<file path="config.mk">
export PLATFORM = sky130hd
export DESIGN_NAME = pspin_sched_top
export DESIGN_NICKNAME = d
export VERILOG_FILES = /design/src/pspin_sched_pkg.sv /design/src/desc_fifo.sv /design/src/cluster_credit_ctr.sv /design/src/task_dispatch_fsm.sv /design/src/feedback_collect.sv /design/src/pspin_sched_top.sv
export SDC_FILE = /design/constraint.sdc
export NUM_CORES = 1
export LEC_CHECK = 0
export ABC_AREA = 1
export BUFFER_PORTS_ARGS = -buffer_cell sky130_fd_sc_hd__buf_2
export CAP_MARGIN = 20
export CORE_MARGIN = 4
export CORE_UTILIZATION = 45
export DETAILED_ROUTE_END_ITERATION = 12
export GPL_ROUTABILITY_DRIVEN = 0
export GPL_TIMING_DRIVEN = 0
export PLACE_DENSITY = 0.69
export SKIP_CTS_REPAIR_TIMING = 1
export SYNTH_ARGS = -nofsm -noshare
export SYNTH_HDL_FRONTEND = slang
export SYNTH_SLANG_ARGS = --single-unit
</file>
<file path="constraint.sdc">
create_clock -name clk_i -period 3.5 [get_ports clk_i]
set_input_delay 0.35 -clock clk_i [delete_from_list [all_inputs] [get_ports clk_i]]
set_output_delay 0.35 -clock clk_i [all_outputs]
set_load 0.03 [all_outputs]
</file>
<file path="src/pspin_sched_pkg.sv">
// Scheduler package with descriptor types, field widths and default sizes
package pspin_sched_pkg;

  // Descriptor field widths
  localparam int unsigned MSG_ID_W   = 8;
  localparam int unsigned PKT_ADDR_W = 16;
  localparam int unsigned PKT_SIZE_W = 8;

  typedef logic [MSG_ID_W-1:0]   msg_id_t;
  typedef logic [PKT_ADDR_W-1:0] pkt_addr_t;
  typedef logic [PKT_SIZE_W-1:0] pkt_size_t;

  // Handler execution request from the NIC
  typedef struct packed {
    msg_id_t   msg_id;
    pkt_addr_t pkt_addr;
    pkt_size_t pkt_size;
  } her_descr_t;

  // Completion returned to the NIC so it can free the buffer
  typedef struct packed {
    msg_id_t   msg_id;
    pkt_addr_t pkt_addr;
  } feedback_descr_t;

  // Default sizes, picked up by the top level
  localparam int unsigned NUM_CLUSTERS_DEF         = 4;
  localparam int unsigned NUM_HERS_PER_CLUSTER_DEF = 2;
  localparam int unsigned HER_FIFO_DEPTH_DEF       = 4;
  localparam int unsigned FB_FIFO_DEPTH_DEF        = 4;

endpackage

</file>
<file path="src/desc_fifo.sv">
// Descriptor FIFO, a circular buffer shared by HER and feedback queues
`timescale 1ns/10ps

module desc_fifo #(
  parameter type         desc_t = logic,
  parameter int unsigned DEPTH  = 4
) (
  input  logic  clk_i,
  input  logic  rst_i,

  // Write side
  input  logic  in_valid_i,
  output logic  in_ready_o,
  input  desc_t in_data_i,

  // Read side
  output logic  out_valid_o,
  input  logic  out_ready_i,
  output desc_t out_data_o
);

  localparam int unsigned PTR_W = (DEPTH > 1) ? $clog2(DEPTH) : 1;
  localparam int unsigned CNT_W = $clog2(DEPTH + 1);

  desc_t            mem_q [DEPTH];
  logic [PTR_W-1:0] wr_ptr_q;
  logic [PTR_W-1:0] rd_ptr_q;
  logic [CNT_W-1:0] count_q;
  logic             push;
  logic             pop;

  assign in_ready_o  = (count_q != CNT_W'(DEPTH));
  assign out_valid_o = (count_q != '0);
  assign out_data_o  = mem_q[rd_ptr_q];

  assign push = in_valid_i & in_ready_o;
  assign pop  = out_valid_o & out_ready_i;

  // Payload storage
  always_ff @(posedge clk_i) begin
    if (push) begin
      mem_q[wr_ptr_q] <= in_data_i;
    end
  end

  always_ff @(posedge clk_i) begin
    if (rst_i) begin
      wr_ptr_q <= '0;
      rd_ptr_q <= '0;
      count_q  <= '0;
    end else begin
      if (push) begin
        // Wrap at DEPTH, which need not be a power of two
        wr_ptr_q <= (wr_ptr_q == PTR_W'(DEPTH - 1)) ? '0 : wr_ptr_q + 1'b1;
      end
      if (pop) begin
        rd_ptr_q <= (rd_ptr_q == PTR_W'(DEPTH - 1)) ? '0 : rd_ptr_q + 1'b1;
      end
      if (push && !pop) begin
        count_q <= count_q + 1'b1;
      end else if (pop && !push) begin
        count_q <= count_q - 1'b1;
      end
    end
  end

endmodule

</file>
<file path="src/cluster_credit_ctr.sv">
// Per-cluster in-flight task counters producing the free-slot vector
`timescale 1ns/10ps

module cluster_credit_ctr #(
  parameter int unsigned NUM_CLUSTERS         = 4,
  parameter int unsigned NUM_HERS_PER_CLUSTER = 2,
  localparam int unsigned IDX_W = (NUM_CLUSTERS > 1) ? $clog2(NUM_CLUSTERS) : 1
) (
  input  logic                    clk_i,
  input  logic                    rst_i,

  // Task handed to a cluster
  input  logic                    issue_i,
  input  logic [IDX_W-1:0]        issue_cluster_i,

  // Feedback taken from a cluster
  input  logic                    release_i,
  input  logic [IDX_W-1:0]        release_cluster_i,

  output logic [NUM_CLUSTERS-1:0] has_credit_o
);

  localparam int unsigned CNT_W = $clog2(NUM_HERS_PER_CLUSTER + 1);

  logic [CNT_W-1:0] count_q [NUM_CLUSTERS];
  logic [NUM_CLUSTERS-1:0] inc;
  logic [NUM_CLUSTERS-1:0] dec;

  always_comb begin
    for (int unsigned i = 0; i < NUM_CLUSTERS; i++) begin
      inc[i] = issue_i && (issue_cluster_i == IDX_W'(i));
      dec[i] = release_i && (release_cluster_i == IDX_W'(i));
    end
  end

  always_ff @(posedge clk_i) begin
    if (rst_i) begin
      for (int unsigned i = 0; i < NUM_CLUSTERS; i++) begin
        count_q[i] <= '0;
      end
    end else begin
      for (int unsigned i = 0; i < NUM_CLUSTERS; i++) begin
        // Issue and release on the same cluster cancel out
        if (inc[i] && !dec[i]) begin
          count_q[i] <= count_q[i] + 1'b1;
        end else if (dec[i] && !inc[i]) begin
          count_q[i] <= count_q[i] - 1'b1;
        end
      end
    end
  end

  // A cluster can take work while below its slot limit
  always_comb begin
    for (int unsigned i = 0; i < NUM_CLUSTERS; i++) begin
      has_credit_o[i] = (count_q[i] < CNT_W'(NUM_HERS_PER_CLUSTER));
    end
  end

endmodule

</file>
<file path="src/task_dispatch_fsm.sv">
// Dispatch FSM handing queued HERs to clusters in round-robin order
`timescale 1ns/10ps

module task_dispatch_fsm #(
  parameter int unsigned NUM_CLUSTERS = 4,
  localparam int unsigned IDX_W = (NUM_CLUSTERS > 1) ? $clog2(NUM_CLUSTERS) : 1
) (
  input  logic                        clk_i,
  input  logic                        rst_i,

  // Head of the HER queue
  input  logic                        her_valid_i,
  output logic                        her_ready_o,
  input  pspin_sched_pkg::her_descr_t her_i,

  // Free-slot vector from the counters
  input  logic [NUM_CLUSTERS-1:0]     has_credit_i,

  // Issue pulse to the counters
  output logic                        issue_o,
  output logic [IDX_W-1:0]            issue_cluster_o,

  // Task lanes to the clusters
  output logic [NUM_CLUSTERS-1:0]     task_valid_o,
  input  logic [NUM_CLUSTERS-1:0]     task_ready_i,
  output pspin_sched_pkg::her_descr_t task_o
);

  typedef enum logic {
    IDLE,
    ISSUE
  } state_e;

  state_e                      state_q;
  logic [IDX_W-1:0]            ptr_q;
  logic [IDX_W-1:0]            cluster_q;
  pspin_sched_pkg::her_descr_t task_q;

  logic                        grant_found;
  logic [IDX_W-1:0]            grant_idx;
  logic                        her_take;
  logic                        task_done;

  // First cluster with a free slot, searching from the pointer
  always_comb begin
    int unsigned cand;
    grant_found = 1'b0;
    grant_idx   = '0;
    for (int unsigned k = 0; k < NUM_CLUSTERS; k++) begin
      cand = ptr_q + k;
      if (cand >= NUM_CLUSTERS) begin
        cand = cand - NUM_CLUSTERS;
      end
      if (!grant_found && has_credit_i[cand]) begin
        grant_found = 1'b1;
        grant_idx   = IDX_W'(cand);
      end
    end
  end

  assign her_ready_o = (state_q == IDLE) && grant_found;
  assign her_take    = her_valid_i && her_ready_o;
  assign task_done   = (state_q == ISSUE) && task_ready_i[cluster_q];

  always_ff @(posedge clk_i) begin
    if (rst_i) begin
      state_q   <= IDLE;
      ptr_q     <= '0;
      cluster_q <= '0;
    end else begin
      case (state_q)
        IDLE: begin
          if (her_take) begin
            state_q   <= ISSUE;
            cluster_q <= grant_idx;
            // Next search starts after the granted cluster
            ptr_q <= (grant_idx == IDX_W'(NUM_CLUSTERS - 1)) ? '0 : grant_idx + 1'b1;
          end
        end
        ISSUE: begin
          if (task_done) begin
            state_q <= IDLE;
          end
        end
        default: state_q <= IDLE;
      endcase
    end
  end

  // Task payload held while waiting for the cluster
  always_ff @(posedge clk_i) begin
    if (her_take) begin
      task_q <= her_i;
    end
  end

  always_comb begin
    task_valid_o = '0;
    if (state_q == ISSUE) begin
      task_valid_o[cluster_q] = 1'b1;
    end
  end

  assign task_o          = task_q;
  assign issue_o         = task_done;
  assign issue_cluster_o = cluster_q;

endmodule

</file>
<file path="src/feedback_collect.sv">
// Round-robin collector of cluster feedback that releases credits
`timescale 1ns/10ps

module feedback_collect #(
  parameter int unsigned NUM_CLUSTERS = 4,
  localparam int unsigned IDX_W = (NUM_CLUSTERS > 1) ? $clog2(NUM_CLUSTERS) : 1
) (
  input  logic                                                clk_i,
  input  logic                                                rst_i,

  // Feedback lanes from the clusters
  input  logic [NUM_CLUSTERS-1:0]                             cluster_fb_valid_i,
  output logic [NUM_CLUSTERS-1:0]                             cluster_fb_ready_o,
  input  pspin_sched_pkg::feedback_descr_t [NUM_CLUSTERS-1:0] cluster_fb_i,

  // Into the feedback queue
  output logic                                                fb_valid_o,
  input  logic                                                fb_ready_i,
  output pspin_sched_pkg::feedback_descr_t                    fb_o,

  // Credit return to the counters
  output logic                                                release_o,
  output logic [IDX_W-1:0]                                    release_cluster_o
);

  logic [IDX_W-1:0] ptr_q;
  logic             grant_found;
  logic [IDX_W-1:0] grant_idx;
  logic             accept;

  // Pick the first valid lane at or after the pointer
  always_comb begin
    int unsigned cand;
    grant_found = 1'b0;
    grant_idx   = '0;
    for (int unsigned k = 0; k < NUM_CLUSTERS; k++) begin
      cand = ptr_q + k;
      if (cand >= NUM_CLUSTERS) begin
        cand = cand - NUM_CLUSTERS;
      end
      if (!grant_found && cluster_fb_valid_i[cand]) begin
        grant_found = 1'b1;
        grant_idx   = IDX_W'(cand);
      end
    end
  end

  assign accept     = grant_found && fb_ready_i;
  assign fb_valid_o = grant_found;
  assign fb_o       = cluster_fb_i[grant_idx];

  // Only the granted lane sees ready, and only if the queue has room
  always_comb begin
    cluster_fb_ready_o = '0;
    cluster_fb_ready_o[grant_idx] = accept;
  end

  always_ff @(posedge clk_i) begin
    if (rst_i) begin
      ptr_q <= '0;
    end else if (accept) begin
      ptr_q <= (grant_idx == IDX_W'(NUM_CLUSTERS - 1)) ? '0 : grant_idx + 1'b1;
    end
  end

  assign release_o         = accept;
  assign release_cluster_o = grant_idx;

endmodule

</file>
<file path="src/pspin_sched_top.sv">
// Inter-cluster scheduler top level with queues, counters, dispatcher and collector
`timescale 1ns/10ps

module pspin_sched_top #(
  parameter int unsigned NUM_CLUSTERS         = pspin_sched_pkg::NUM_CLUSTERS_DEF,
  parameter int unsigned NUM_HERS_PER_CLUSTER = pspin_sched_pkg::NUM_HERS_PER_CLUSTER_DEF,
  parameter int unsigned HER_FIFO_DEPTH       = pspin_sched_pkg::HER_FIFO_DEPTH_DEF,
  parameter int unsigned FB_FIFO_DEPTH        = pspin_sched_pkg::FB_FIFO_DEPTH_DEF
) (
  input  logic                                                clk_i,
  input  logic                                                rst_i,

  // HERs from the NIC
  input  logic                                                her_valid_i,
  output logic                                                her_ready_o,
  input  pspin_sched_pkg::her_descr_t                         her_i,

  // Tasks to the clusters
  output logic [NUM_CLUSTERS-1:0]                             task_valid_o,
  input  logic [NUM_CLUSTERS-1:0]                             task_ready_i,
  output pspin_sched_pkg::her_descr_t                         task_o,

  // Feedback from the clusters
  input  logic [NUM_CLUSTERS-1:0]                             cluster_fb_valid_i,
  output logic [NUM_CLUSTERS-1:0]                             cluster_fb_ready_o,
  input  pspin_sched_pkg::feedback_descr_t [NUM_CLUSTERS-1:0] cluster_fb_i,

  // Feedback to the NIC
  output logic                                                nic_fb_valid_o,
  input  logic                                                nic_fb_ready_i,
  output pspin_sched_pkg::feedback_descr_t                    nic_fb_o
);

  localparam int unsigned IDX_W = (NUM_CLUSTERS > 1) ? $clog2(NUM_CLUSTERS) : 1;

  // HER queue -> dispatcher
  logic                             head_valid;
  logic                             head_ready;
  pspin_sched_pkg::her_descr_t      head_her;

  // Dispatcher and collector -> counters
  logic                             issue;
  logic [IDX_W-1:0]                 issue_cluster;
  logic                             release_fb;
  logic [IDX_W-1:0]                 release_cluster;
  logic [NUM_CLUSTERS-1:0]          has_credit;

  // Collector -> feedback queue
  logic                             fb_valid;
  logic                             fb_ready;
  pspin_sched_pkg::feedback_descr_t fb;

  desc_fifo #(
    .desc_t      (pspin_sched_pkg::her_descr_t),
    .DEPTH       (HER_FIFO_DEPTH)
  ) i_her_fifo (
    .clk_i       (clk_i),
    .rst_i       (rst_i),
    .in_valid_i  (her_valid_i),
    .in_ready_o  (her_ready_o),
    .in_data_i   (her_i),
    .out_valid_o (head_valid),
    .out_ready_i (head_ready),
    .out_data_o  (head_her)
  );

  cluster_credit_ctr #(
    .NUM_CLUSTERS         (NUM_CLUSTERS),
    .NUM_HERS_PER_CLUSTER (NUM_HERS_PER_CLUSTER)
  ) i_credit (
    .clk_i                (clk_i),
    .rst_i                (rst_i),
    .issue_i              (issue),
    .issue_cluster_i      (issue_cluster),
    .release_i            (release_fb),
    .release_cluster_i    (release_cluster),
    .has_credit_o         (has_credit)
  );

  task_dispatch_fsm #(
    .NUM_CLUSTERS    (NUM_CLUSTERS)
  ) i_dispatch (
    .clk_i           (clk_i),
    .rst_i           (rst_i),
    .her_valid_i     (head_valid),
    .her_ready_o     (head_ready),
    .her_i           (head_her),
    .has_credit_i    (has_credit),
    .issue_o         (issue),
    .issue_cluster_o (issue_cluster),
    .task_valid_o    (task_valid_o),
    .task_ready_i    (task_ready_i),
    .task_o          (task_o)
  );

  feedback_collect #(
    .NUM_CLUSTERS       (NUM_CLUSTERS)
  ) i_fb_collect (
    .clk_i              (clk_i),
    .rst_i              (rst_i),
    .cluster_fb_valid_i (cluster_fb_valid_i),
    .cluster_fb_ready_o (cluster_fb_ready_o),
    .cluster_fb_i       (cluster_fb_i),
    .fb_valid_o         (fb_valid),
    .fb_ready_i         (fb_ready),
    .fb_o               (fb),
    .release_o          (release_fb),
    .release_cluster_o  (release_cluster)
  );

  desc_fifo #(
    .desc_t      (pspin_sched_pkg::feedback_descr_t),
    .DEPTH       (FB_FIFO_DEPTH)
  ) i_fb_fifo (
    .clk_i       (clk_i),
    .rst_i       (rst_i),
    .in_valid_i  (fb_valid),
    .in_ready_o  (fb_ready),
    .in_data_i   (fb),
    .out_valid_o (nic_fb_valid_o),
    .out_ready_i (nic_fb_ready_i),
    .out_data_o  (nic_fb_o)
  );

endmodule

</file>
==> results of run 1 <==
[kinds of logic after synthesis]
group / count (synthesis) / share of synthesized area, %
and+or+nand+nor: 382 / 13.83
xor gates and xnor gates: 5 / 0.3584
buffers and inverters: 114 / 4.075
DFF: 287 / 68.64
AOI/OAI and AO/OA: 243 / 11.54
adders and majority gates: 14 / 1.556
[power by group]
group	total [mW]	switching (mW)	internal, mW
registers	5.68	0.307	5.37
clock network	2.84	1.30	1.54
logic	6.63	4.75	1.88
[per-stage QoR]
step / instance area [sq um] / setup TNS [ns] / std cells
6_report: 14860 / 0 / 1660
5_1_grt: 14860 / 0 / 1660
4_1_cts: 14780 / 0 / 1652
3_5_place_dp: 13900 / 0 / 1598
3_3_place_gp: 13670 / -44.84 / 1590
2_1_floorplan: 12220 / 0 / 1045
[final timing paths]
kind / slack [ns] / cells past startpoint / start / to
worst min register to register: 0.50 / 2 / i_dispatch.state_q / i_dispatch.state_q
worst max register to register: 0.57 / 14 / flip-flop / i_her_fifo.count_q[2]
worst max-delay path: 0.57 / 14 / flip-flop / i_her_fifo.count_q[2]
worst min-delay path: 0.01 / 1 / her_i[21] / i_her_fifo.mem_q[2][21]
[state kept, by name, indices dropped and copies added (netlist names), named ones only]
signal	cells
i_credit.count_q	8
i_dispatch.issue_cluster_o	2
i_dispatch.ptr_q	1
i_dispatch.state_q	1
i_dispatch.task_o	32
i_fb_collect.ptr_q	2
i_fb_fifo.count_q	3
i_fb_fifo.mem_q	96
i_fb_fifo.rd_ptr_q	2
i_fb_fifo.wr_ptr_q	2
i_her_fifo.count_q	3
i_her_fifo.mem_q	128
i_her_fifo.rd_ptr_q	2
i_her_fifo.wr_ptr_q	2
[layout make-up]
class	count	area share, %
Buffer	49	1.676
Clock buffer	34	5.011
Clock inverter	20	0.8759
Inverter	65	1.676
Multi-Input combinational cell	644	22.85
Sequential cell	287	56.46
Tap cell	341	2.872
Timing Repair Buffer	220	8.574
[synthesized netlist by cell type, drive strengths merged]
library cell | instances | share of area, %
dfxtp | 23 | 3.8
or2 | 1 | 0.051
nand3b | 1 | 0.092
nor2 | 155 | 5.3
o22ai | 56 | 2.9
nand4 | 21 | 1.1
clkinv | 1 | 0.031
a211oi | 4 | 0.25
and2 | 1 | 0.051
clkbuf | 36 | 1.1
nand2 | 174 | 5.9
xor2 | 3 | 0.22
edfxtp | 264 | 65
nor3 | 2 | 0.082
ha | 12 | 1.2
fa | 2 | 0.33
buf | 13 | 0.93
a31oi | 3 | 0.15
a22oi | 22 | 1.6
o2111ai | 1 | 0.072
xnor2 | 2 | 0.14
inv | 64 | 2.0
a21oi | 20 | 0.82
o21ai | 136 | 5.7
nand3 | 27 | 1.3
o211a | 1 | 0.082
[layer usage]
| metal | routed length (microns) | vias to the layer above | share of wire (%) | GRT usage [%] |
|---|---|---|---|---|
| met2 | 13980 | 329 | 48 | 31.97 |
| li1 | - | 4249 | - | - |
| met5 | 17 | - | 0.058 | 0 |
| met4 | 914 | 4 | 3.1 | 6.285 |
| met3 | 1919 | 68 | 6.6 | 4.526 |
| met1 | 12430 | 4184 | 42 | 23.82 |
[worst max-delay path, cell delays in order (launching register included)]
cell and delay, ns:
dfxtp_1 0.33, buf_6 0.14, o21ai_0 0.29, o21ai_0 0.16, nor2_1 0.29, nand2_1 0.18, o21ai_4 0.32, ha_1 0.20
inv_1 0.07, fa_1 0.44, nor2_1 0.11, nor2_1 0.05, nand2_1 0.07, o21ai_0 0.08, a21oi_1 0.15
==> run metrics, run 1 <==
Mean Syn Cell Area around 12 sq um; Die Width ~170 microns; initial antenna violation count 2; Max Clock Freq roughly 340 MHz; worst slack, placed roughly 0.57 ns; Worst Setup End Kind flip-flop; # IOs between 200 and 250; peak supply drop between 0.0006 and 0.0007 V; gr ovfl total 0; Detail Route Antenna Nets 0; Arrival @ worst endpoint between 3 and 4 ns; Final Cycle Share between 80 and 90%; routed wire length 29260 microns; hold slack final around 0.011 ns; clock sink count about 290; clk slew on worst S/H paths ~0.060 ns; Final Critical Period between 2 and 3 ns; final core utilization 55.43%; outcome finished, final reports clean; Post-Syn Area between 10000 and 15000 sq um; global-route usage over all layers between 10% and 20%; commonest non-fill, non-tap cell in the layout edfxtp_1; Layout area overhead 21.56%; sequential cell area roughly 8400 sq um; starting density of the core around 46%; root buf cell clkbuf_16; Die ar. between 20000 and 30000 sq um; DRT iter0 DRCs about 600; Rel. slew slack 47.01%; Pleak around 5.8 nW; area taken by multi-input logic gates ~3400 sq um; Clock Path Buffers 3; sequential fraction of the synthesis area 68.64%; clock skew between 0.015 and 0.02 ns; largest net degree at the start of global routing 31; Syn Nets around 1200; Final Total Pwr approximately 15 mW; die height 172.8 microns; total CTS buffers 29; number of global-route vias before repair 8660; most frequent cells in the layout edfxtp_1, buf_2, nand2_1; FP Rows 60; worst-path fanout max 10; Synth Instances roughly 1000; first-pass GRT wire length 45330 microns; Net count, final approximately 1500; routed vias a little under 9000; CTS tree built; H-tree depth 1; MaxCap Viol Count 0; Pwr Density between 1000 and 1500 nW/um^2; wire length per cell roughly 18 microns; crit path kind reg2reg; Yosys cell types between 40 and 50; HP Class in2reg; RSZ-0062 raised after global routing no; count of final hold-check violations 0; n_diodes 0; share of cells above drive strength 1 between 20% and 30%; Worst Slack Setup Final ~0.57 ns; via/cell ratio ~5.3; DPL Wire Length around 20000 microns; CP Launch Type flip-flop; number of fillers in the final layout around 2200; final setup fails 0; Residual DRC 0; Slew @ Worst Pin about 0.79 ns; Port-buffer cells ~200; clk_lat worst skew 0.56 ns; Syn. warnings 0; DR pass1 iterations 5; required time worst endpoint ~4 ns; flops & latches, synth 287; Core Area between 20000 and 30000 sq um; Slew Limit Fails 0
No activity file was read; power rests on OpenSTA's default activity.
==> inputs of run 2 (changes only) <==
--- a/config.mk
+++ b/config.mk
@@ -5,7 +5,7 @@
 export SDC_FILE = /design/constraint.sdc
 export NUM_CORES = 1
 export LEC_CHECK = 0
-export ABC_AREA = 1
+export ABC_AREA = 0
 export BUFFER_PORTS_ARGS = -buffer_cell sky130_fd_sc_hd__buf_2
 export CAP_MARGIN = 20
 export CORE_MARGIN = 4
==> constraint.sdc (replaced) <==
create_clock -name clk_i -period 2.6 [get_ports clk_i]
set_input_delay 0.26 -clock clk_i [delete_from_list [all_inputs] [get_ports clk_i]]
set_output_delay 0.26 -clock clk_i [all_outputs]
set_load 0.03 [all_outputs]
==> run 2 against run 1 <==
Via count down 26%. Synthesized cell count down 40%. Die area down 4.0%. Critical path depth down 7. Core utilization up 1.7 points. Register-to-register slack worse by 0.38 ns. Sequential share of layout area up 1.3 points. Critical path type is now reg2out. Critical endpoint is now cluster_fb_ready_o[3]. Largest power group is now registers.
==> run metrics, run 2 <==
Layout area overhead 23.90%; post-placement cell area 13270 sq um (-4.6%); RSZ-0062 raised after global routing yes; sequential fraction of the synthesis area 71.62% (+3.0 points); root buf cell clkbuf_16; most frequent cells in the layout edfxtp_1, buf_2, mux2i_1; Post-Syn Area 11710 sq um (-4.2%); top_reg_cell synth edfxtp_1; DR pass1 iterations 5 (unchanged); most used cell, CP buf_6; clk slew on worst S/H paths 0.06 ns (about the same); initial antenna violation count 1 (-1); FFs w/ async S/R, synth 0% (unchanged); Core Area 25400 sq um (-5.2%); Clock Path Buffers 3 (unchanged); final instance area 14510 sq um (-2.3%); routed wire length 24060 microns (-18%); Slowest cell on crit path or4b_4; global-route usage over all layers 15.99% (-2.8 points); flops & latches, synth 287 (unchanged); peak supply drop 0.0009097 V (+50%); Arrival @ worst endpoint 2.30 ns (-1.11 ns); Slew @ Worst Pin 0.9225 ns (+0.1295 ns); CTS tree built; max reg flops 128 (unchanged); R2R Setup Slk 0.19 ns (-0.38 ns); number of global-route vias before repair 6499 (-25%); gr ovfl total 0 (unchanged); count of final hold-check violations 0 (unchanged); Sum Neg Setup Slack 0 ns (unchanged); Syn Nets 776 (-35%); Clock power frac 24.3% (+5.6 points); Worst Setup End Kind primary output; Yosys cell types 49 (+17%); Final Cycle Share a little over nine tenths; commonest non-fill, non-tap cell in the layout edfxtp_1; crit path kind reg2out; share of cells above drive strength 1 36.99% (+13 points); Detail Route Antenna Nets 0 (unchanged); Residual DRC 0 (unchanged); starting density of the core 46.11% (+0.52 points); hold depth 3 (+2); largest net degree at the start of global routing 38 (+23%); Worst Min Path Start nic_fb_ready_i; Post-synth EDFFs 264 (unchanged); Slew Limit Fails 0 (unchanged); depth of the most critical reg-to-reg path 7 (-7); area share of the largest cell type after synthesis 67.69% (+2.8 points); clk_lat worst skew 0.55 ns (about the same); HP Class in2reg; r2r startpoint i_fb_collect.ptr_q[0]; Switching Fraction 33.39% (-8.5 points); Synth Instances 622 (-40%); first-pass GRT wire length 35880 microns (-21%); Final Critical Period approximately 2.6 ns; Final Total Pwr 16.00 mW (+5.6%); Biggest register i_her_fifo.mem_q; Mean Syn Cell Area 18.83 sq um (+61%); hold slack final 0.05168 ns (+0.04029 ns); Worst Setup SP i_fb_collect.ptr_q[0]; Rel. slew slack 38.50% (-8.5 points); routed vias 6539 (-26%); required time worst endpoint 2.34 ns (-1.65 ns); Internal Power 10.66 mW (+21%); largest cells by area after synthesis edfxtp_1, mux4_2, mux2i_1; Die ar. 28670 sq um (-4.0%); register share of total power 43.0% (+5.5 points); DPL Wire Length 16090 microns (-20%); Worst Slack Setup Final 0.03890 ns (-0.5346 ns); Pleak 5.397 nW (-6.2%); CP Launch Type flip-flop; most common cell in the netlist edfxtp_1; H-tree depth 1 (unchanged); Hold Crit Endpoint i_fb_fifo.rd_ptr_q[1]; # IOs 206 (unchanged); Syn. warnings 0 (unchanged); final setup fails 0 (unchanged); switching power total 5.342 mW (-16%); MaxCap Viol Count 0 (unchanged); Die Width 169.3 microns (-2.0%); via/cell ratio 5.265 (-1.1%); Pwr Density 1102 nW/um^2 (+8.1%); Worst R2R End i_fb_fifo.mem_q[3][0]; total CTS buffers 29 (unchanged); Max Clock Freq about 400 MHz; worst slack, placed 0.03491 ns (-0.5362 ns); DRT iter0 DRCs 326 (-46%); clock sink count 287 (unchanged); area leader, netlist edfxtp_1; Commonest cells post-synth edfxtp_1, mux2i_1, mux4_2, dfxtp_1, nor2_1; CP max stage delay 0.52 ns (+0.08 ns); clock skew 0.02224 ns (+0.004727 ns); FP Rows 58 (-3.3%); Comb pwr share 32.6% (-11 points); Net count, final 1047 (-28%); outcome finished, final reports clean; worst-path cell chain nor2b_1 -> or4b_4 -> and2_1 -> buf_6 -> buf_6 -> nor3_1 -> buf_4; die height 169.3 microns (-2.0%); Port-buffer cells 205 (+0.49%); wire length per cell 19.37 microns (+9.9%); worst-path fanout max 10 (unchanged)
[run 2: per-layer routing]
metal | vias up | part of all wire, % | routed length [microns] | GRT usage, %
met5 | - | 0 | 0 | 0
met4 | 0 | 1.9 | 460 | 3.955
met3 | 37 | 7.6 | 1839 | 4.123
met2 | 238 | 50 | 11990 | 27.28
met1 | 3209 | 41 | 9777 | 20.74
li1 | 3055 | - | - | -
[run 2: worst max-delay path: cells and delay by family (launching register included)]
kind | cells | cell delay (ns)
buffers and inverters | 3 | 0.51
flip-flops | 1 | 0.33
AND/OR/NAND/NOR | 4 | 0.93
[run 2: cell families after synthesis]
logic type	share of synthesized area [%]
muxes	17.46
xor gates and xnor gates	0.5983
adders and majority gates	1.624
buffers and inverters	1.773
AOI/OAI and AO/OA	2.414
DFF	71.62
and+or+nand+nor	4.519
[run 2: area by class of cell]
type                    instances  area, sq um
plain buffers                  29        173.9
flip-flops and latches        287         8389
repair buffers                241         1461
inverters                      10        37.54
multi-input cells             295         3148
clock inverters                16        145.1
well taps                     330        412.9
fillers                      1926        10890
diodes                          1        2.502
clock buffers                  33        740.7
[run 2: how the worst max path moves through the flow]
stage,to,slack (ns)
finish,cluster_fb_ready_o[3],0.04
global route,cluster_fb_ready_o[0],-0.12
CTS,nic_fb_o[14],-0.13
detailed placement,i_fb_fifo.mem_q[2][14],0.03
global placement,i_fb_fifo.mem_q[2][14],0.06
floorplan,i_her_fifo.count_q[2],0.21
[run 2: power groups by stage]
stage,logic (mW),registers [mW],clock network [mW]
2_1_floorplan,3.12,7.39,0
3_3_place_gp,5.04,6.95,0
3_5_place_dp,5.26,6.96,0
4_1_cts,5.26,6.88,3.99
5_1_grt,5.65,6.99,4.19
6_report,5.22,6.88,3.89
[run 2: per-stage QoR]
stage	utilization, %	instances
floorplan	-	622
global placement	51.78	1157
detailed placement	52.23	1161
CTS	55.72	1210
global route	57.13	1242
finish	57.13	1242
==> inputs of run 3 (changes only) <==
--- a/config.mk
+++ b/config.mk
@@ -8,12 +8,14 @@
 export ABC_AREA = 0
 export BUFFER_PORTS_ARGS = -buffer_cell sky130_fd_sc_hd__buf_2
 export CAP_MARGIN = 20
-export CORE_MARGIN = 4
-export CORE_UTILIZATION = 45
+export CELL_PAD_IN_SITES_DETAIL_PLACEMENT = 1
+export CELL_PAD_IN_SITES_GLOBAL_PLACEMENT = 1
+export CORE_MARGIN = 2
+export CORE_UTILIZATION = 43
 export DETAILED_ROUTE_END_ITERATION = 12
 export GPL_ROUTABILITY_DRIVEN = 0
 export GPL_TIMING_DRIVEN = 0
-export PLACE_DENSITY = 0.69
+export PLACE_DENSITY_LB_ADDON = 0.1
 export SKIP_CTS_REPAIR_TIMING = 1
 export SYNTH_ARGS = -nofsm -noshare
 export SYNTH_HDL_FRONTEND = slang
==> run 3 against run 2 <==
Via count grew 3.1%. Count of clock-buffer cells in the layout grew 13. Largest power group unchanged. Combinational power grew 4.6%. Global-route usage grew 2.8 points. Core utilization shrank 2.6 points. Critical path depth is the same. Die area shrank 0.34%. Cell area grew 1.1%. Register-to-register slack is essentially flat. Setup slack gained 0.044 ns. Sequential power is essentially flat. Largest cell class unchanged. Power grew 2.6%.
==> run metrics, run 3 (same netlist as run 2, synthesis figures left out) <==
HP Class in2reg; Net count, final 1053 (+0.57%); DRT iter0 DRCs 322 (-1.2%); largest net degree at the start of global routing 38 (unchanged); Clock Path Buffers 3 (unchanged); FP Rows 60 (+3.4%); gr ovfl total 0 (unchanged); Die ar. 28570 sq um (-0.34%); Layout area overhead 25.23%; # IOs 206 (unchanged); Arrival @ worst endpoint 2.26 ns (-0.04 ns); initial antenna violation count 0 (-1); Final Critical Period 2.518 ns (-0.04357 ns); H-tree depth 1 (unchanged); r2r startpoint i_her_fifo.count_q[0]; share of cells above drive strength 1 37.79% (+0.79 points); Biggest register i_her_fifo.mem_q; die height 169.0 microns (-0.17%); final core utilization 54.58% (-2.6 points); via/cell ratio 5.340 (+1.4%); Worst Min Path Start nic_fb_ready_i; max reg flops 128 (unchanged); count of final hold-check violations 0 (unchanged); Worst Setup End Kind primary output; final setup fails 0 (unchanged); total CTS buffers 30 (+3.4%); Pleak 5.489 nW (+1.7%); R2R Setup Slk 0.18 ns (about the same); crit path kind reg2out; clock skew 0.009773 ns (-0.01247 ns); wire length per cell 21.47 microns (+11%); n_diodes 0 (-1); first-pass GRT wire length 41100 microns (+15%); Final Cycle Share 96.83% (-1.7 points); Max Clock Freq 397.2 MHz (+1.7%); Die Width 169.0 microns (-0.17%); DR pass1 iterations 4 (-1); routed wire length 27090 microns (+13%); CTS tree built; Port-buffer cells 205 (unchanged); Detail Route Antenna Nets 0 (unchanged); DPL Wire Length 18020 microns (+12%); clock sink count 287 (unchanged); Worst R2R End i_her_fifo.count_q[2]; most frequent cells in the layout edfxtp_1, buf_2, mux2i_1; required time worst endpoint 2.34 ns (about the same); Worst Setup SP i_fb_collect.ptr_q[0]; routed vias 6739 (+3.1%); Pwr Density 1119 nW/um^2 (+1.5%); Slew Limit Fails 0 (unchanged); Slew @ Worst Pin 0.9788 ns (+0.05634 ns); starting density of the core 43.58% (-2.5 points); worst slack, placed -0.05859 ns (-0.09350 ns); commonest non-fill, non-tap cell in the layout edfxtp_1; worst-path fanout max 10 (unchanged); Core Area 26880 sq um (+5.8%); clk slew on worst S/H paths 0.06 ns (about the same); CP Launch Type flip-flop; Residual DRC 0 (unchanged); Rel. slew slack 34.65% (-3.9 points); outcome finished, final reports clean; depth of the most critical reg-to-reg path 10 (+3); hold depth 3 (unchanged); MaxCap Viol Count 0 (unchanged); clk_lat worst skew 0.54 ns (about the same); global-route usage over all layers 18.82% (+2.8 points); number of global-route vias before repair 7260 (+12%); root buf cell clkbuf_16; Worst Slack Setup Final 0.08247 ns (+0.04357 ns); peak supply drop 0.0006468 V (-29%)
## run 3: cell count changes in the layout (fill, tap and decap cells not counted), moves of 2 or more
cell        change
clkbuf_8        +5
clkbuf_1        +5
clkinvlp_4      -4
buf_4           +4
clkbuf_4        -2
clkinv_1        -4
clkinv_2        +2
buf_12          +2
clkbuf_16       +2
## run 3: layout make-up
cell class                      instances  area [sq um]
Tap cell                              341         426.7
Sequential cell                       287          8389
Clock inverter                          8         60.06
Clock buffer                           46         882.1
Multi-Input combinational cell        295          3158
Buffer                                 28         178.9
Fill cell                            2511         12210
Timing Repair Buffer                  247          1535
Inverter                               10         37.54
## run 3: how the worst max path moves through the flow
stage                                  to  cells past startpoint
finish              cluster_fb_ready_o[3]                      7
CTS                          nic_fb_o[22]                      4
global route        cluster_fb_ready_o[3]                      7
global placement    i_fb_fifo.mem_q[2][0]                      8
detailed placement  i_fb_fifo.mem_q[0][0]                      8
floorplan           i_her_fifo.count_q[2]                     10
## run 3: power breakdown
part	internal, mW	total, mW	switching [mW]
clock network	2.41	4.06	1.65
logic	2.01	5.46	3.45
registers	6.48	6.89	0.412
total	10.9	16.4	5.51
## run 3: per-stage QoR
stage	cell area (sq um)	hold slack [ns]	power, mW	TNS, ns	instances
3_5_place_dp	13320	0.4792	12.39	-0.3673	1174
4_1_cts	14260	-0.09338	16.51	-2.422	1228
2_1_floorplan	11710	0.3589	10.51	0	622
3_3_place_gp	13170	0.4681	11.99	0	1168
5_1_grt	14670	0.01880	17.19	-0.001899	1262
6_report	14670	0.02601	16.41	0	1262
## run 3: metal layers
layer | vias to the layer above | track usage (%) | wire [microns]
met1 | 3445 | 22.97 | 11000
li1 | 3058 | - | -
met3 | 42 | 3.788 | 1367
met2 | 194 | 34.19 | 14170
met5 | - | 0 | 0
met4 | 0 | 5.017 | 551
## run 3: critical path, stage by stage, from the launching register on
cell     delay [ns]
dfxtp_2        0.35
nor2b_1        0.06
or4b_4         0.53
and2_4         0.18
buf_6          0.13
buf_8          0.15
nor3_4         0.17
buf_6          0.15
